===== src/checker_pkg.sv =====
package checker_pkg;

  typedef logic [31:0] bus_word_t;
  typedef logic [47:0] instr_t;
  typedef logic [63:0] page_word_t;
  typedef logic [7:0]  iaddr_t;
  typedef logic [8:0]  paddr_t;
  typedef logic [1:0]  mode_t;

  localparam int IMEM_DEPTH = 256;
  localparam int PAGE_DEPTH = 512;

  // Check modes
  localparam mode_t MODE_DUMMY  = 2'd0;
  localparam mode_t MODE_SINGLE = 2'd1;
  localparam mode_t MODE_AUTO   = 2'd2;
  localparam mode_t MODE_READ   = 2'd3;

  // Address bit 15 set selects the page cache
  localparam int BUS_REGION_BIT = 15;

  localparam logic [3:0] CSR_BANK = 4'd0;

  localparam logic [2:0] CSR_CTRL    = 3'd0;
  localparam logic [2:0] CSR_ADDR_LO = 3'd1;
  localparam logic [2:0] CSR_ADDR_HI = 3'd2;
  localparam logic [2:0] CSR_STATUS  = 3'd3;
  localparam logic [2:0] CSR_DATA_LO = 3'd4;
  localparam logic [2:0] CSR_DATA_HI = 3'd5;

  // MPU opcodes in instruction bits 47-44
  localparam logic [3:0] OP_END    = 4'd0;
  localparam logic [3:0] OP_LOAD   = 4'd1;
  localparam logic [3:0] OP_MASK   = 4'd2;
  localparam logic [3:0] OP_CMP    = 4'd3;
  localparam logic [3:0] OP_NOTIFY = 4'd4;

endpackage


===== src/checker_single.sv =====
`timescale 1ns/1ns

module checker_single (
  input  logic                    mpu_clk_i,
  input  logic                    mpu_rst_i,
  input  logic                    start_i,
  input  checker_pkg::iaddr_t     start_addr_i,
  output logic                    mpu_restart_o,
  output logic                    mpu_en_o,
  output checker_pkg::iaddr_t     pc_start_o,
  input  logic                    mpu_halt_i,
  input  logic                    mpu_error_i,
  input  logic                    user_notify_i,
  input  checker_pkg::page_word_t user_data_i,
  output logic                    done_o,
  output logic                    error_o,
  output logic                    notify_o,
  output checker_pkg::page_word_t data_o
);

  // The MPU enable doubles as the running flag
  assign done_o  = mpu_en_o & (mpu_halt_i | mpu_error_i);
  assign error_o = mpu_error_i;

  always_ff @(posedge mpu_clk_i) begin
    if (mpu_rst_i) begin
      mpu_restart_o <= 1'b0;
      mpu_en_o      <= 1'b0;
      pc_start_o    <= '0;
      notify_o      <= 1'b0;
    end else begin
      mpu_restart_o <= start_i;
      if (start_i) begin
        mpu_en_o   <= 1'b1;
        pc_start_o <= start_addr_i;
        notify_o   <= 1'b0;
      end else begin
        if (done_o) begin
          mpu_en_o <= 1'b0;
        end
        if (mpu_en_o && user_notify_i) begin
          notify_o <= 1'b1;
        end
      end
    end
  end

  // Keep the latest published value
  always_ff @(posedge mpu_clk_i) begin
    if (start_i) begin
      data_o <= '0;
    end else if (mpu_en_o && user_notify_i) begin
      data_o <= user_data_i;
    end
  end

endmodule


===== config.mk =====
export PLATFORM = sky130hd
export DESIGN_NAME = checker_single
export DESIGN_NICKNAME = d
export VERILOG_FILES = /design/src/checker_pkg.sv /design/src/checker_single.sv
export SDC_FILE = /design/constraint.sdc
export NUM_CORES = 1
export LEC_CHECK = 0
export ABC_AREA = 1
export BUFFER_PORTS_ARGS = -buffer_cell sky130_fd_sc_hd__buf_2
export CORE_ASPECT_RATIO = 1.5
export CORE_MARGIN = 5
export CORE_UTILIZATION = 48
export DETAILED_ROUTE_END_ITERATION = 16
export GPL_ROUTABILITY_DRIVEN = 0
export PLACE_DENSITY_LB_ADDON = 0.05
export SLEW_MARGIN = 20
export SYNTH_ARGS = -nofsm -noshare
export SYNTH_HDL_FRONTEND = slang
export SYNTH_SLANG_ARGS = --single-unit

===== constraint.sdc =====
create_clock -name mpu_clk_i -period 2 [get_ports mpu_clk_i]
set_input_delay 0.4 -clock mpu_clk_i [delete_from_list [all_inputs] [get_ports mpu_clk_i]]
set_output_delay 0.4 -clock mpu_clk_i [all_outputs]
set_load 0.01 [all_outputs]

* Word level (Yosys, flattened, before mapping) *
Cells that the tools add are included.

word-level totals
  bits in registers = 75
  input bits = 78
  latch bits = 0
  output and inout bits = 77
  word-level logic and storage cells = 12
  memory bits (read-only) = 0
  memories kept = 0
  RAM bits = 0

operators by class
  magnitude comparators = 0
  multipliers = 0
  shift-type cells = 0
  eq/ne operators = 0
  divide/modulo/power cells = 0
  reductions and logical operators = 3
  add/sub/neg operators = 0
  multiplexer cells = 2
  bitwise operators = 2

operators by type and width
  kind                number
  1-bit two-way mux   2
  2-bit nonzero test  1
  2-bit OR reduction  1
  1-bit bitwise AND   1
  1-bit logical AND   1
  1-bit bitwise OR    1

* Logic depth before layout (Yosys ltp) *
  depth in word-level cells = 4
  depth in mapped cells = 6
  depth with buffers taken out = 5

* Least setup slack after synthesis *
OpenSTA, ideal clock, no wires.

  path kind = register to register
  from = register mpu_en_o
  to = register data_o[53]
  cell stages (with the launch flop) = 6
  setup time = 0.113 ns
  buffers on the path = 2
  required time = 1.887 ns
  arrival time = 0.940 ns
  clock period less this slack = 1.053 ns
  path slack = 0.947 ns
  cell sequence = dfxtp_1 > nand2_1 > buf_4 > buf_4 > nor2_1 > nor2_1

between the ends
  longest elaborated chain between the ends = 1

ends and longest elaborated chain
  element                   RTL line              text
  start: declaration        checker_single.sv:9   output logic mpu_en_o,
  start signal: assignment  checker_single.sv:28  mpu_en_o <= 1'b0;
  start signal: assignment  checker_single.sv:34  mpu_en_o <= 1'b1;
  start signal: assignment  checker_single.sv:39  mpu_en_o <= 1'b0;
  1-bit logical AND         checker_single.sv:52  end else if (mpu_en_o && user_notify_i) begin
  end signal: assignment    checker_single.sv:53  data_o <= user_data_i;
  end: declaration          checker_single.sv:18  output checker_pkg::page_word_t data_o

No other way between the ends.
A chain may end at the register's enable or synchronous reset.

* Worst setup path in the final report *
  from = register mpu_en_o
  to = output done_o

between the ends
  longest elaborated chain between the ends = 1

ends and longest elaborated chain
  element            RTL line              text
  1-bit bitwise AND  checker_single.sv:22  assign done_o = mpu_en_o & (mpu_halt_i | mpu_error_i);
  end: declaration   checker_single.sv:15  output logic done_o,

No other way between the ends.

==> flow_summary.yaml <==
critical_path:
  cp-start-kind: "flip-flop"
  required_ns: 1.60
  critPathMaxFanout: 4
  end_kind: "primary output"
  path_class: "reg2out"
  r2r_cells: 5
  cp.arrival_ns: 1.03
grt:
  antenna_found_initial: 0
  grt.total_usage: 0.179
  grt_start_max_net_pins: 42
  grt_pass1_wl_mm: 11.2
  grt_overflow_total: 0
  grt_pass1_vias: 2648
detailed_routing:
  ant_nets: 0
  first_pass_iters: 6
  drc: 0
  vias: 2892
  wire_per_inst_um: 10.3
  via_per_inst: 4.23
  wl_mm: 7.07
  drt_iter0_markers: 141
yosys:
  yosys_warnings: 0
  synth.distinct_cells: 12
  synth.net_count: 533
  avgSynthCellArea_um2: 6.60
  netlist_area_um2: 3000
  synthTopCellsByArea: "dfxtp_1 (50%), nand2_1 (20%), nor2_1 (16%), inv_1 (8.5%), buf_6 (2.3%)"
  ys_seq_area_frac: 0.500
  synth_area_leader_cell: "dfxtp_1"
  synth_seq_cells: 75
  synth_cells: 455
  synth_top_area_frac: 0.500
run:
  max_cap_viol_count: 0
sta:
  setup_ws_ns: 0.570
  fin_tns_setup_ns: 0
  report.final.hold_viol_count: 0
  fmax_mhz: 700
  skew_ns: 0.00684
  period_minus_slack_ns: 1.43
  whs_ns: 0.253
  post-route-period-util: 0.715
  setup_violations: 0
  worstMarginPinSlew_ns: 0.426
  slew_viol_final: 0
  slew_headroom: 0.716
  rsz0062_at_grt: "false"
layout:
  synthToLayoutAreaGrowth_pct: 33.9
  final_cell_mix: "nand2_1 (156), buf_2 (154), nor2_1 (130)"
  final_layout_size_suffix_gt1_frac: 0.293
  final_common_cell: "nand2_1"
  nets: 683
  diodes: 0
outcome:
  status: "complete, no violations"
floorplanning:
  die_y_um: 107
  start_util: 0.490
  dieWidth_um: 74.6
  rows: 35
  coreArea_um2: 6130
  die_area_um2: 7970
  num_io_pins: 155
pwr:
  vdd_ir_drop_max_mv: 0.674
  power.density_nw_per_um2: 833
  p_leak_nw: 2.51
cts:
  hold_buffers: 0
  clk_pin_slew_worst_paths_ns: 0.07
  clk_latency_ns: 0.33
  htreeDepth: 3
  cts_setup_buffers: 0
  cts_tree: "done"
  cts.sinks: 75
  numCtsBuffers: 9
  cts.path.max_buffers: 2
  cts-resized-gates: 0
  cts-root-buf: "clkbuf_8"
hold_path:
  hp-class: "in2reg"
  min_path_cells: 3
placement:
  place.port_buffers: 154
  place.detailed.hpwl_mm: 5.26
  place_worst_setup_slack_ns: 0.682
==> power breakdown <==
group / internal (mW) / switching, mW / leakage [nW]
clock: 0.764 / 0.517 / 0.119
combinational: 0.194 / 0.251 / 1.78
sequential: 1.58 / 0.0421 / 0.615
==> logic make-up after synthesis <==
group	Yosys count	synth area share
AND/OR/NAND/NOR	289	0.363
buffers and inverters	91	0.137
flip-flops	75	0.500
==> final cells by class <==
| cell class | count | area (µm²) |
|---|---|---|
| clock inverters | 5 | 75.1 |
| inverters | 70 | 263 |
| repair buffers | 160 | 841 |
| well taps | 74 | 92.6 |
| flip-flops and latches | 75 | 1500 |
| fillers | 616 | 2110 |
| multi-input cells | 289 | 1100 |
| clock buffers | 11 | 151 |
==> stage by stage <==
stage	instance area (µm²)	utilization	instances	power (mW)
floorplan	3000	-	455	1.91
global placement	3790	0.619	668	2.10
detailed placement	3790	0.619	668	2.11
CTS	4020	0.656	684	3.40
global route	4020	0.656	684	3.55
finish	4020	0.656	684	3.35
==> synth_stat cells <==
cell,n
buf_2,8
buf_4,4
buf_6,6
clkbuf_1,3
clkinv_1,1
dfxtp_1,75
inv_1,68
inv_2,1
nand2_1,157
nand3_1,1
nor2_1,130
nor2_2,1
==> critical path: stages, from the launching register on <==
cell	delay, ns
dfxtp_1	0.42
inv_1	0.06
nor2_1	0.09
buf_2	0.13
==> per-layer routing <==
metal	wire length [µm]	share of wire	track usage
met3	669	0.095	0.0704
met4	63	0.0089	0.0573
met5	0	0	0
met2	3600	0.51	0.316
met1	2730	0.39	0.191
==> final timing paths <==
path	start	to	slack, ns
max	mpu_en_o	done_o	0.57
max reg2reg	mpu_en_o	data_o[16]	0.83
min	start_addr_i[7]	pc_start_o[7]	0.25
min reg2reg	pc_start_o[0]	pc_start_o[0]	0.45
==> registers in the layout (all words and copies together) (netlist names) <==
signal / flops
mpu_en_o: 1
pc_start_o: 8
data_o: 64
mpu_restart_o: 1
notify_o: 1
(Power assumes the default switching activity.)
