File: config.mk
export PLATFORM = sky130hd
export DESIGN_NAME = checker_ctlif
export DESIGN_NICKNAME = d
export VERILOG_FILES = /design/src/checker_pkg.sv /design/src/checker_ctlif.sv
export SDC_FILE = /design/constraint.sdc
export NUM_CORES = 1
export LEC_CHECK = 0
export ABC_AREA = 1
export ABC_CLOCK_PERIOD_IN_PS = 2300
export BUFFER_PORTS_ARGS = -buffer_cell sky130_fd_sc_hd__buf_2
export CORE_MARGIN = 3
export CORE_UTILIZATION = 57
export DETAILED_ROUTE_END_ITERATION = 8
export PLACE_DENSITY = 0.92
export SYNTH_ARGS = -nofsm -noshare
export SYNTH_HDL_FRONTEND = slang
export SYNTH_SLANG_ARGS = --single-unit
File: constraint.sdc
create_clock -name mpu_clk_i -period 2.3 [get_ports mpu_clk_i]
set_input_delay 0.575 -clock mpu_clk_i [delete_from_list [all_inputs] [get_ports mpu_clk_i]]
set_output_delay 0.575 -clock mpu_clk_i [all_outputs]
set_load 0.02 [all_outputs]
File: src/checker_pkg.sv
package checker_pkg;

  typedef logic [31:0] bus_word_t;
  typedef logic [47:0] instr_t;
  typedef logic [63:0] page_word_t;
  typedef logic [7:0]  iaddr_t;
  typedef logic [8:0]  paddr_t;
  typedef logic [1:0]  mode_t;

  localparam int IMEM_DEPTH = 256;
  localparam int PAGE_DEPTH = 512;

  // Check modes
  localparam mode_t MODE_DUMMY  = 2'd0;
  localparam mode_t MODE_SINGLE = 2'd1;
  localparam mode_t MODE_AUTO   = 2'd2;
  localparam mode_t MODE_READ   = 2'd3;

  // Address bit 15 set selects the page cache
  localparam int BUS_REGION_BIT = 15;

  localparam logic [3:0] CSR_BANK = 4'd0;

  localparam logic [2:0] CSR_CTRL    = 3'd0;
  localparam logic [2:0] CSR_ADDR_LO = 3'd1;
  localparam logic [2:0] CSR_ADDR_HI = 3'd2;
  localparam logic [2:0] CSR_STATUS  = 3'd3;
  localparam logic [2:0] CSR_DATA_LO = 3'd4;
  localparam logic [2:0] CSR_DATA_HI = 3'd5;

  // MPU opcodes in instruction bits 47-44
  localparam logic [3:0] OP_END    = 4'd0;
  localparam logic [3:0] OP_LOAD   = 4'd1;
  localparam logic [3:0] OP_MASK   = 4'd2;
  localparam logic [3:0] OP_CMP    = 4'd3;
  localparam logic [3:0] OP_NOTIFY = 4'd4;

endpackage

File: src/checker_ctlif.sv
`timescale 1ns/1ns

module checker_ctlif (
  input  logic                    mpu_clk_i,
  input  logic                    mpu_rst_i,
  input  logic [13:0]             csr_a_i,
  input  logic                    csr_we_i,
  input  checker_pkg::bus_word_t  csr_di_i,
  output checker_pkg::bus_word_t  csr_do_o,
  output logic                    irq_o,
  output logic                    single_start_o,
  output checker_pkg::iaddr_t     start_addr_o,
  output logic                    run_busy_o,
  input  logic                    single_done_i,
  input  logic                    single_error_i,
  input  logic                    single_notify_i,
  input  checker_pkg::page_word_t single_data_i
);

  logic                    bank_hit;
  logic [2:0]              idx;
  logic                    wr;
  logic                    start_req;
  checker_pkg::mode_t      start_mode;
  checker_pkg::mode_t      mode_q;
  logic                    irq_en_q;
  checker_pkg::page_word_t addr_q;
  checker_pkg::page_word_t data_q;
  logic                    end_q;
  logic                    err_q;
  logic                    notified_q;
  logic                    quick_q;
  logic                    quick_err_q;

  assign bank_hit   = csr_a_i[13:10] == checker_pkg::CSR_BANK;
  assign idx        = csr_a_i[2:0];
  assign wr         = csr_we_i & bank_hit;
  assign start_mode = csr_di_i[1:0];
  assign start_req  = wr & (idx == checker_pkg::CSR_CTRL) & csr_di_i[2] & ~run_busy_o;

  assign irq_o = end_q & irq_en_q;

  // Instruction index is the low byte of the mode address
  assign start_addr_o = addr_q[7:0];

  always_ff @(posedge mpu_clk_i) begin
    if (mpu_rst_i) begin
      mode_q         <= checker_pkg::MODE_DUMMY;
      irq_en_q       <= 1'b0;
      addr_q         <= '0;
      data_q         <= '0;
      end_q          <= 1'b0;
      err_q          <= 1'b0;
      notified_q     <= 1'b0;
      run_busy_o     <= 1'b0;
      single_start_o <= 1'b0;
      quick_q        <= 1'b0;
      quick_err_q    <= 1'b0;
    end else begin
      single_start_o <= 1'b0;
      quick_q        <= 1'b0;
      if (wr) begin
        case (idx)
          checker_pkg::CSR_CTRL: begin
            mode_q   <= start_mode;
            irq_en_q <= csr_di_i[3];
          end
          checker_pkg::CSR_ADDR_LO: addr_q[31:0] <= csr_di_i;
          checker_pkg::CSR_ADDR_HI: addr_q[63:32] <= csr_di_i;
          checker_pkg::CSR_STATUS: begin
            end_q      <= 1'b0;
            err_q      <= 1'b0;
            notified_q <= 1'b0;
          end
          default: ;
        endcase
      end
      if (start_req) begin
        run_busy_o <= 1'b1;
        end_q      <= 1'b0;
        err_q      <= 1'b0;
        notified_q <= 1'b0;
        if (start_mode == checker_pkg::MODE_SINGLE) begin
          single_start_o <= 1'b1;
        end else begin
          quick_q     <= 1'b1;
          quick_err_q <= (start_mode == checker_pkg::MODE_AUTO) ||
                         (start_mode == checker_pkg::MODE_READ);
        end
      end
      // Dummy and unsupported modes finish right away
      if (quick_q) begin
        run_busy_o <= 1'b0;
        end_q      <= 1'b1;
        err_q      <= quick_err_q;
        notified_q <= 1'b0;
        if (!quick_err_q) begin
          data_q <= addr_q;
        end
      end
      if (single_done_i) begin
        run_busy_o <= 1'b0;
        end_q      <= 1'b1;
        err_q      <= single_error_i;
        notified_q <= single_notify_i;
        data_q     <= single_data_i;
      end
    end
  end

  always_ff @(posedge mpu_clk_i) begin
    if (mpu_rst_i || !bank_hit) begin
      csr_do_o <= '0;
    end else begin
      case (idx)
        checker_pkg::CSR_CTRL:    csr_do_o <= {27'b0, run_busy_o, irq_en_q, 1'b0, mode_q};
        checker_pkg::CSR_ADDR_LO: csr_do_o <= addr_q[31:0];
        checker_pkg::CSR_ADDR_HI: csr_do_o <= addr_q[63:32];
        checker_pkg::CSR_STATUS:  csr_do_o <= {29'b0, notified_q, err_q, end_q};
        checker_pkg::CSR_DATA_LO: csr_do_o <= data_q[31:0];
        checker_pkg::CSR_DATA_HI: csr_do_o <= data_q[63:32];
        default:                  csr_do_o <= '0;
      endcase
    end
  end

endmodule

After elaboration in Yosys (flattened, before gate mapping)
Index checks and enable logic that the tools add are counted.
- flip-flop bits (word level): 170
- output and inout bits: 43
- word-level logic and storage cells: 61
- input bits: 116
- equal/unequal tests: 9
- reduce and logical (&&, ||, !) cells: 16
- mux-type cells: 15
- bitwise logic cells: 8
- operator list (operator ; count):
    64-bit two-way mux ; 3
    32-bit one-hot mux with 6 select lines ; 1
    2-bit AND reduction ; 6
    1-bit two-way mux ; 11
    4-bit nonzero test ; 2
    3-bit by 2-bit equality test with 1-bit output, second input constant ; 2
    3-bit equality test, second input constant ; 2
    1-bit AND ; 5
    2-bit equality test, second input constant ; 2
    4-bit logical NOT ; 1
    3-bit by 1-bit equality test with 1-bit output, second input constant ; 1
    3-bit logical NOT ; 1
    1-bit NOT ; 3
    3-bit OR reduction ; 1
    2-bit by 1-bit equality test with 1-bit output, second input constant ; 1
    1-bit logical OR ; 2
    2-bit inequality test, second input constant ; 1
    2-bit nonzero test ; 1
    2-bit OR reduction ; 1
    1-bit logical NOT ; 1

Longest topological paths before layout
- word-level depth: 8
- depth in mapped cells: 8
- gate-level depth less buffers: 7

Least setup slack after synthesis
OpenSTA, ideal clock, no wires.
- path kind: input to register
- start: in csr_a_i[11]
- end: reg addr_q[18]
- arrival time: 1572 ps
- slack: 613 ps
- cell stages on the path: 8
- library setup time: 116 ps
- buffers on the path: 2
- cell sequence: nor2_1 nand3_1 nor2_4 inv_2 buf_4 buf_4 nor2_1 nor2_1
- longest elaborated chain between the ends: 3
- RTL lines (element ; RTL line ; RTL):
    from (decl) ; checker_ctlif.sv:6 ; input logic [13:0] csr_a_i,
    4-bit logical NOT ; checker_ctlif.sv:35 ; assign bank_hit = csr_a_i[13:10] == checker_pkg::CSR_BANK;
    1-bit AND ; checker_ctlif.sv:37 ; assign wr = csr_we_i & bank_hit;
    2-bit AND reduction (no source line) ; -- ;
    to (signal assigned) ; checker_ctlif.sv:68 ; checker_pkg::CSR_ADDR_LO: addr_q[31:0] <= csr_di_i;
    to (decl) ; checker_ctlif.sv:27 ; checker_pkg::page_word_t addr_q;
No other way between the ends.
A chain may end at the register's enable or synchronous reset.

Final worst setup path
- start: in csr_a_i[11]
- end: reg addr_q[40]
The elaborated chain is that of the path after synthesis.

==> flow_summary.yaml <==
status:
  outcome: "finished, final reports clean"
yosys:
  synth_edf_count: 0
  syn_inst: 970
  ys.flop_type: "dfxtp_1"
  synth_nets: 1086
  ys_types: 24
  async_flop_share: 0
  syn_area_sq_um: 7060
  syn-mean-instance-area_sq_um: 7.28
  netlist_top_cells_count: "nand2_1 (254), dfxtp_1 (170), o21ai_0 (142), nor2_1 (98), a31oi_1 (78)"
  synth.largest_area_cell: "dfxtp_1"
  synth-seq-area-share: 0.482
  yosys_warnings: 0
  synth.top_cell.area_share: 0.482
  yosysMostFrequentCell: "nand2_1"
  synth_area_leaders: "dfxtp_1 (48%), nand2_1 (14%), o21ai_0 (10%)"
  ys_ff_latch: 170
timing:
  hold_viol: 0
  fin_worst_skew_ns: 0.00927
  maxSlewViolCount: 0
  rsz0062_at_grt: "false"
  setup_viol: 0
  slew_headroom: 0.456
  min_period_ns: 1.71
  hold_ws_ns: 0.386
  fmax_mhz: 584
  post-route-period-util: 0.745
  finalSetupTns_ns: 0
  tightest_slew_ns: 0.817
route:
  num_vias: 6967
  drt-pass1-iter-count: 7
  drc_errors: 0
  drt_iter0_drc: 816
  wl_microns: 19000
  post_drt_wl_per_cell_microns: 15.0
  viasPerCell: 5.51
  drtAntennaViolNets: 0
clock_network:
  post_cts_buffers: 0
  cts_tree: "built"
  clk_pin_slew_ns: 0.06
  clkSinkCount: 170
  clk_latency_ns: 0.43
  cts_made_buffers: 17
  cts_root_buffer: "clkbuf_16"
  cts_hold_buf: 0
  h-tree-depth: 4
  cts_resized: 0
  clk_path_buf_depth: 2
grt:
  grt_first_pass_wirelength_microns: 29900
  first_global_vias: 6353
  antenna_found_initial: 0
  overflow: 0
  grt.total_usage: 0.278
  grt_max_degree: 73
place:
  hpwl_microns: 11900
  port_buffers: 151
  gp_congestion: 0.820
die:
  design.core.area_sq_um: 12100
  die_h_microns: 117
  start_util: 0.585
  dieArea_sq_um: 13800
  dieWidth_microns: 117
  num_rows: 40
  ios: 159
hold_path:
  hp-class: "in -> reg"
power:
  sequentialPowerShare: 0.466
  comb_power_share: 0.068
  switchingPower_mw: 1.51
  peakVddDrop_mv: 0.546
  p_clk_frac: 0.466
  p_leak_nw: 3.48
  pwr_density_cell_nw_per_um2: 779
  swShare: 0.229
  intPower_mw: 5.07
layout:
  drive_gt1_frac: 0.198
  area.growth.synth_to_final_pct: 19.7
  diodes: 0
  fill_cells: 944
  nNetsFinal: 1200
critical_path:
  cp-end-kind: "register"
  critPathRequiredTime_ns: 2.59
  crit_type: "in -> reg"
  start_kind: "input port"
  arrival_ns: 2.00
  path_max_fanout: 46
job:
  maxCapViolations: 0
-- power groups by stage --
stage / clock network (mW) / registers, mW / logic (mW)
floorplan: 0 / 3.12 / 0.256
global placement: 0 / 3.12 / 0.430
detailed placement: 0 / 3.13 / 0.440
CTS: 3.08 / 3.06 / 0.445
global route: 3.21 / 3.07 / 0.501
finish: 3.07 / 3.07 / 0.449
-- layout make-up --
type / instances / area (sq um) / share of cell area
clock buffers: 19 / 453 / 0.0536
clock inverters: 13 / 190 / 0.0225
inverters: 69 / 260 / 0.0308
multi-input cells: 657 / 3030 / 0.359
flip-flops and latches: 170 / 3400 / 0.403
well taps: 168 / 210 / 0.0249
repair buffers: 169 / 903 / 0.107
-- sequential cells by signal, indices dropped and copies added, names as in the netlist, 2 cells and up --
name / cells
csr_do_o: 32
addr_q: 64
data_q: 64
mode_q: 2
-- cells by family (layout without fill, tap and decap cells) --
family | count (synthesis) | count (layout) | share of synthesized area
DFF | 170 | 170 | 0.482
buffers and inverters | 143 | 270 | 0.0901
and+or+nand+nor | 375 | 375 | 0.211
AOI/OAI and AO/OA | 282 | 282 | 0.216
-- critical path: stages --
cell and delay [ns]:
buf_2 0.09, nor2_1 0.13, nand3_1 0.30, nor2_4 0.19
inv_2 0.30, o21ai_0 0.30, a21oi_1 0.06
-- routing by layer --
layer | vias up | GRT usage | wire length (microns)
met4 | 0 | 0.127 | 566
met3 | 49 | 0.0566 | 1570
met2 | 338 | 0.457 | 9020
met5 | - | 0 | 0
li1 | 3425 | - | -
met1 | 3155 | 0.352 | 7830
-- layout by cell type (no fill, tap or decap), drive strengths merged --
cell and n:
o22ai 12, a31oi 78, dfxtp 170, nand3 15, clkbuf 19, and3 2, bufinv 4, a21boi 1
inv 70, o21ai 146, clkinv 4, nor2 100, a21oi 45, buf 169, clkinvlp 4, nand2 254
nor3 4
-- per-stage QoR --
step	area, sq um	setup WS [ns]	std cells	utilization	power (mW)
5_1_grt	8450	0.451	1265	0.701	6.78
3_5_place_dp	7810	0.160	1233	0.647	3.57
3_3_place_gp	7810	0.248	1233	0.647	3.55
4_1_cts	8450	0.608	1265	0.701	6.59
6_report	8450	0.588	1265	0.701	6.58
2_1_floorplan	7060	0.613	970	-	3.38
-- path summary, 6_finish.rpt --
| check | startpoint | endpoint | slack [ns] | depth (start not counted) |
|---|---|---|---|---|
| setup / recovery | csr_a_i[11] | addr_q[40] | 0.59 | 7 |
| setup reg to reg | quick_q | data_q[24] | 0.75 | 7 |
| hold / removal | csr_di_i[27] | addr_q[27] | 0.39 | 3 |
| hold reg to reg | addr_q[38] | addr_q[38] | 0.47 | 2 |
(Power assumes the default switching activity.)
