===== src/checker_pkg.sv =====
package checker_pkg;

  typedef logic [31:0] bus_word_t;
  typedef logic [47:0] instr_t;
  typedef logic [63:0] page_word_t;
  typedef logic [7:0]  iaddr_t;
  typedef logic [8:0]  paddr_t;
  typedef logic [1:0]  mode_t;

  localparam int IMEM_DEPTH = 256;
  localparam int PAGE_DEPTH = 512;

  // Check modes
  localparam mode_t MODE_DUMMY  = 2'd0;
  localparam mode_t MODE_SINGLE = 2'd1;
  localparam mode_t MODE_AUTO   = 2'd2;
  localparam mode_t MODE_READ   = 2'd3;

  // Address bit 15 set selects the page cache
  localparam int BUS_REGION_BIT = 15;

  localparam logic [3:0] CSR_BANK = 4'd0;

  localparam logic [2:0] CSR_CTRL    = 3'd0;
  localparam logic [2:0] CSR_ADDR_LO = 3'd1;
  localparam logic [2:0] CSR_ADDR_HI = 3'd2;
  localparam logic [2:0] CSR_STATUS  = 3'd3;
  localparam logic [2:0] CSR_DATA_LO = 3'd4;
  localparam logic [2:0] CSR_DATA_HI = 3'd5;

  // MPU opcodes in instruction bits 47-44
  localparam logic [3:0] OP_END    = 4'd0;
  localparam logic [3:0] OP_LOAD   = 4'd1;
  localparam logic [3:0] OP_MASK   = 4'd2;
  localparam logic [3:0] OP_CMP    = 4'd3;
  localparam logic [3:0] OP_NOTIFY = 4'd4;

endpackage


===== src/mpu_core.sv =====
`timescale 1ns/1ns

module mpu_core (
  input  logic                    mpu_clk_i,
  input  logic                    mpu_rst_i,
  input  logic                    en_i,
  input  logic                    restart_i,
  input  checker_pkg::iaddr_t     pc_start_i,
  output checker_pkg::iaddr_t     fetch_addr_o,
  input  checker_pkg::instr_t     fetch_data_i,
  output checker_pkg::paddr_t     page_addr_o,
  input  checker_pkg::page_word_t page_data_i,
  output logic                    user_notify_o,
  output checker_pkg::page_word_t user_data_o,
  output logic                    halt_o,
  output logic                    error_o
);

  typedef enum logic [1:0] {
    ST_STOP,
    ST_FETCH,
    ST_EXEC,
    ST_LOAD
  } state_t;

  state_t                  state_q;
  checker_pkg::iaddr_t     pc_q;
  checker_pkg::page_word_t acc_q;
  logic [3:0]              opcode;
  logic [31:0]             imm;
  logic                    exec;

  assign opcode = fetch_data_i[47:44];
  assign imm    = fetch_data_i[31:0];
  assign exec   = en_i & (state_q == ST_EXEC);

  assign fetch_addr_o = pc_q;
  // Byte offset bits 11-3 give the page word
  assign page_addr_o  = fetch_data_i[43:35];

  always_ff @(posedge mpu_clk_i) begin
    if (mpu_rst_i) begin
      state_q       <= ST_STOP;
      pc_q          <= '0;
      halt_o        <= 1'b0;
      error_o       <= 1'b0;
      user_notify_o <= 1'b0;
    end else begin
      halt_o        <= 1'b0;
      error_o       <= 1'b0;
      user_notify_o <= 1'b0;
      if (restart_i) begin
        state_q <= ST_FETCH;
        pc_q    <= pc_start_i;
      end else if (en_i) begin
        case (state_q)
          ST_FETCH: state_q <= ST_EXEC;
          ST_EXEC: begin
            state_q <= ST_FETCH;
            pc_q    <= pc_q + 1'b1;
            case (opcode)
              checker_pkg::OP_END: begin
                halt_o  <= 1'b1;
                state_q <= ST_STOP;
              end
              checker_pkg::OP_LOAD: begin
                pc_q    <= pc_q;
                state_q <= ST_LOAD;
              end
              checker_pkg::OP_MASK: ;
              checker_pkg::OP_CMP: begin
                if (acc_q[31:0] != imm) begin
                  error_o <= 1'b1;
                  state_q <= ST_STOP;
                end
              end
              checker_pkg::OP_NOTIFY: user_notify_o <= 1'b1;
              default: begin
                error_o <= 1'b1;
                state_q <= ST_STOP;
              end
            endcase
          end
          ST_LOAD: begin
            state_q <= ST_FETCH;
            pc_q    <= pc_q + 1'b1;
          end
          default: ;
        endcase
      end
    end
  end

  // Accumulator and published data
  always_ff @(posedge mpu_clk_i) begin
    if (restart_i) begin
      acc_q <= '0;
    end else if (en_i && state_q == ST_LOAD) begin
      acc_q <= page_data_i;
    end else if (exec && opcode == checker_pkg::OP_MASK) begin
      acc_q <= {32'b0, acc_q[31:0] & imm};
    end
    if (exec && opcode == checker_pkg::OP_NOTIFY) begin
      user_data_o <= acc_q;
    end
  end

endmodule


===== config.mk =====
export PLATFORM = sky130hd
export DESIGN_NAME = mpu_core
export DESIGN_NICKNAME = d
export VERILOG_FILES = /design/src/checker_pkg.sv /design/src/mpu_core.sv
export SDC_FILE = /design/constraint.sdc
export NUM_CORES = 1
export LEC_CHECK = 0
export ABC_AREA = 0
export BUFFER_PORTS_ARGS = -buffer_cell sky130_fd_sc_hd__buf_2
export CAP_MARGIN = 25
export CORE_MARGIN = 4
export CORE_UTILIZATION = 30
export CTS_CLUSTER_DIAMETER = 200
export DETAILED_ROUTE_END_ITERATION = 7
export GPL_TIMING_DRIVEN = 0
export HOLD_SLACK_MARGIN = 0.12
export PLACE_DENSITY_LB_ADDON = 0.12
export SLEW_MARGIN = 20
export SYNTH_ARGS = -nofsm -noshare
export SYNTH_HDL_FRONTEND = slang
export SYNTH_SLANG_ARGS = --single-unit
export TNS_END_PERCENT = 10

===== constraint.sdc =====
create_clock -name mpu_clk_i -period 22.7 [get_ports mpu_clk_i]
set_input_delay 2.27 -clock mpu_clk_i [delete_from_list [all_inputs] [get_ports mpu_clk_i]]
set_output_delay 2.27 -clock mpu_clk_i [all_outputs]
set_load 0.1 [all_outputs]

### Yosys cells after proc, flatten, opt, wreduce, memory -nomap -nowiden

Cells that the tools add are included.

| word-level totals | value |
|---|---|
| bits of input ports | 124 |
| word-level logic and storage cells | 53 |
| bits in registers | 141 |

| operators by class | value |
|---|---|
| reduce and logical (&&, ||, !) cells | 16 |
| muxes and demuxes | 15 |
| add/subtract/negate cells | 1 |
| bitwise gates (word level) | 4 |
| equality and inequality tests | 9 |

Operators by type and width:

| operator | count |
|---|---|
| 64-bit 2-to-1 mux | 2 |
| 32-bit AND | 1 |
| 32-bit inequality test | 1 |
| 8-bit 2-to-1 mux | 3 |
| 8-bit one-hot mux with 2 select lines | 1 |
| 2-bit one-hot mux with 3 select lines | 2 |
| 8-bit by 1-bit adder with 8-bit output (second input constant) | 1 |
| 4-bit by 2-bit equality test with 1-bit output (second input constant) | 2 |
| 4-bit OR reduction | 2 |
| 1-bit 2-to-1 mux | 6 |
| 3-bit nonzero test | 2 |
| 2-bit equality test (second input constant) | 2 |
| 4-bit by 1-bit equality test with 1-bit output (second input constant) | 1 |
| 4-bit by 3-bit equality test with 1-bit output (second input constant) | 1 |
| 4-bit logical NOT | 1 |
| 2-bit AND reduction | 2 |
| 2-bit nonzero test | 2 |
| 4-bit nonzero test | 1 |
| 2-bit OR reduction | 2 |
| 1-bit logical AND | 3 |
| 3-bit inequality test (second input constant) | 1 |
| 3-bit AND reduction | 1 |
| 2-bit by 1-bit equality test with 1-bit output (second input constant) | 1 |
| 1-bit inverter | 2 |
| 2 further kinds | 2 |

### Logic depth before layout (Yosys ltp)

| logic depth | value |
|---|---|
| depth in word-level cells | 6 |
| gate-level depth with buffers | 6 |
| mapped depth without buffers | 5 |

### Worst setup path after synthesis

No wires, ideal clock.

| timing | value |
|---|---|
| kind | input to register |
| from | input port en_i |
| to | register user_data_o[0], enable pin |
| stages on the path | 4 |
| buffers on the path | 2 |
| arrival | 8.959 ns |
| setup slack | 13.097 ns |
| required time | 22.056 ns |
| path through | nand2_1 -> buf_2 -> buf_1 -> nor4_1 |

| on the way | value |
|---|---|
| word-level cells in the longest chain between the ends | 2 |

RTL lines:

| element | RTL line | source |
|---|---|---|
| start, declared | mpu_core.sv:6 | `input logic en_i,` |
| 1-bit AND | mpu_core.sv:35 | `assign exec = en_i & (state_q == ST_EXEC);` |
| 1-bit logical AND | mpu_core.sv:103 | `if (exec && opcode == checker_pkg::OP_NOTIFY) begin` |
| end signal, assigned | mpu_core.sv:104 | `user_data_o <= acc_q;` |
| end, declared | mpu_core.sv:14 | `output checker_pkg::page_word_t user_data_o,` |

No other way between the ends.
A chain may end at the register's enable or synchronous reset.

### Worst setup path after layout

| timing | value |
|---|---|
| from | input port fetch_data_i[36] |
| to | output port page_addr_o[1] |

RTL lines:

| element | RTL line | source |
|---|---|---|
| start, declared | mpu_core.sv:10 | `input checker_pkg::instr_t fetch_data_i,` |
| end, declared | mpu_core.sv:11 | `output checker_pkg::paddr_t page_addr_o,` |

No word-level cell between the ends.

==> flow_metrics.env <==
export IMPL_synth_edf_count=64
export IMPL_hold_viol=0
export IMPL_grt_busiest_layer="met2"
export IMPL_worst_path_buf_inv=2
export IMPL_layout_common_cells="buf_2, nor2_1, dfxtp_1"
export IMPL_clock_skew_ps=9.75
export IMPL_path_class="input pin to output port"
export IMPL_max_stage_delay_ps=410
export IMPL_slew_viol_final=0
export IMPL_seq_area_sq_mm=0.00346
export IMPL_rr_endpoint="user_data_o[45]"
export IMPL_ir_worst_vdd_uv=45.7
export IMPL_r2r_cells=8
export IMPL_hold_buffers=0
export IMPL_setup_viol=0
export IMPL_slew_headroom_pct=45.5
export IMPL_power_density_mw_per_mm2=71.3
export IMPL_multi_input_area_sq_mm=0.00251
export IMPL_clk_latency_ps=420
export IMPL_p_leak_nw=3.28
export IMPL_grtUsageMet1_pct=20.5
export IMPL_path_cells="buf_4 > buf_2"
export IMPL_worstPathRequired_ps=20430
export IMPL_fp_row_count=52
export IMPL_io_pins=208
export IMPL_min_period_ps=5030
export IMPL_syn_nets=692
export IMPL_slowest_stage="buf_2"
export IMPL_cap_violations=0
export IMPL_wl_per_cell_um=17.7
export IMPL_r2r_start="state_q[1]"
export IMPL_layout_commonest_cell="buf_2"
export IMPL_diodes=0
export IMPL_final_setup_tns_ps=0
export IMPL_dp_hpwl_mm=13.9
export IMPL_worstPathMaxFanout=1
export IMPL_syn_area_per_cell_sq_um=11.7
export IMPL_finalWeightedCongestion=0.779
export IMPL_antenna_found_initial=1
export IMPL_clk_pin_slew_worst_paths_ps=60
export IMPL_fp_dieW_um=153
export IMPL_viasPerCell=4.86
export IMPL_cts_resized_gates=0
export IMPL_synthArstFlopShare_pct=0
export IMPL_synthTopCellsByArea="edfxtp_1, dfxtp_1, a2111oi_2"
export IMPL_hold_path_class="flip-flop to flip-flop"
export IMPL_yosysTopAreaCell="edfxtp_1"
export IMPL_layout_drive_gt1_share_pct=39.0
export IMPL_clock_sinks=141
export IMPL_drt_iter0_markers=208
export IMPL_io_buffers=194
export IMPL_nFillCells=2047
export IMPL_grt_max_degree=17
export IMPL_grt_pass1_vias=5289
export IMPL_numCtsBuffers=17
export IMPL_ys_warn_count=0
export IMPL_cts_buffer_depth=2
export IMPL_first_pass_iters=6
export IMPL_ys_seq_area_share_pct=55.2
export IMPL_cts_tree="done"
export IMPL_worst_slew_pin_slew_ps=817
export IMPL_place_ws_ps=17670
export IMPL_worst_slack_ps=17670
export IMPL_cp_arrival_ps=2760
export IMPL_initial_core_util_pct=30.7
export IMPL_area_growth_pct=31.2
export IMPL_crit_path_end_kind="output port"
export IMPL_antenna_left=0
export IMPL_synth_top_area_share_pct=30.6
export IMPL_rsz0062_at_grt="false"
export IMPL_drc=0
export IMPL_ys_flop_type="dfxtp_1"
export IMPL_grt_pass1_wl_mm=29.1
export IMPL_fin_nets=916
export IMPL_worstHoldEndpoint="user_data_o[61]"
export IMPL_vias=5060
export IMPL_drt_total_wl_mm=18.4
export IMPL_use_met3_pct=4.12
export IMPL_die_y_um=153
export IMPL_r2r_slack_ps=19850
export IMPL_cts_root_buf="clkbuf_16"
export IMPL_status="finished clean"
export IMPL_fmax_ghz=0.199
export IMPL_finalCritPeriodShare_pct=22.1
export IMPL_ys_types=39
export IMPL_hp_start="acc_q[61]"
export IMPL_hold_depth=0
export IMPL_ys_ff_latch=141
export IMPL_post_cts_buffers=0
export IMPL_coreArea_sq_mm=0.0204
export IMPL_dieArea_sq_mm=0.0233
export IMPL_path_delay_family="buffers and inverters"
export IMPL_netlist_area_sq_mm=0.00627
export IMPL_h_tree_depth=4
export IMPL_critPathLaunchType="input pin"
export IMPL_grt_overflow=0
export IMPL_grt_total_usage_pct=15.6
export IMPL_use_met2_pct=25.4
export IMPL_netlist_instances=535
[stage by stage]
step | utilization (%) | total power, W | hold WS [ps] | cells | area [sq um]
finish | 40.3 | 0.000587 | 431 | 1042 | 8230
global route | 40.3 | 0.000613 | 445 | 1042 | 8230
CTS | 40.3 | 0.000596 | 433 | 1042 | 8230
detailed placement | 37.5 | 0.000327 | 417 | 1010 | 7660
global placement | 37.1 | 0.000326 | 413 | 999 | 7580
floorplan | - | 0.000307 | 409 | 535 | 6270
[cells in the mapped netlist, types with 3 or more instances]
library cell and n:
nor3_1 3, a2111oi_2 34, nand4_1 3, a211oi_1 37
dfxtp_1 77, a21oi_1 9, a22oi_1 32, clkbuf_1 26
buf_2 12, nor2_1 101, nand2_1 3, xor2_1 5
buf_6 3, o21a_1 37, edfxtp_1 64, nor4_1 10
inv_1 12, ha_1 33, buf_4 9
[worst max-delay path by stage]
stage	from	to	slack (ps)	cells after the start
CTS	fetch_data_i[36]	page_addr_o[1]	17670	2
floorplan	en_i	user_data_o[0]	13100	4
global route	fetch_data_i[36]	page_addr_o[1]	17660	2
global placement	en_i	user_data_o[53]	8990	5
finish	fetch_data_i[36]	page_addr_o[1]	17670	2
detailed placement	fetch_data_i[36]	page_addr_o[1]	17670	2
[cell families after synthesis]
kind of cell | count (synthesis) | synth area share [%]
compound gates | 159 | 22.8
flops | 141 | 55.2
simple gates | 133 | 9.71
buf+inv | 63 | 4.91
fa+ha+maj | 33 | 6.58
xor+xnor | 6 | 0.837
[sequential cells by signal (all words and copies together) (netlist names)]
name,cells
acc_q,64
user_data_o,64
error_o,1
user_notify_o,1
state_q,2
halt_o,1
fetch_addr_o,8
[final cells by class]
type,count,area share [%]
Timing Repair Buffer,205,12.6
Sequential cell,141,42.1
Clock inverter,15,1.81
Clock buffer,17,5.17
Buffer,51,3.19
Inverter,12,0.547
Multi-Input combinational cell,331,30.5
Tap cell,270,4.10
[routing by layer]
metal  routed length (um)  vias up  share of wire (%)
li1                     -     2476                  -
met1                 8250     2400                 45
met2                 8880      165                 48
met3                 1080       17                5.9
met4                  182        2               0.99
met5                    7        -              0.038
[report_power, final]
| group | total, W | leakage (nW) | switching [W] | internal [W] |
|---|---|---|---|---|
| clock network | 0.000267 | 0.275 | 0.000121 | 0.000146 |
| logic | 0.0000540 | 1.79 | 0.0000365 | 0.0000175 |
| registers | 0.000267 | 1.21 | 0.00000184 | 0.000265 |
Note: power is estimated with default switching activity, not from simulation.
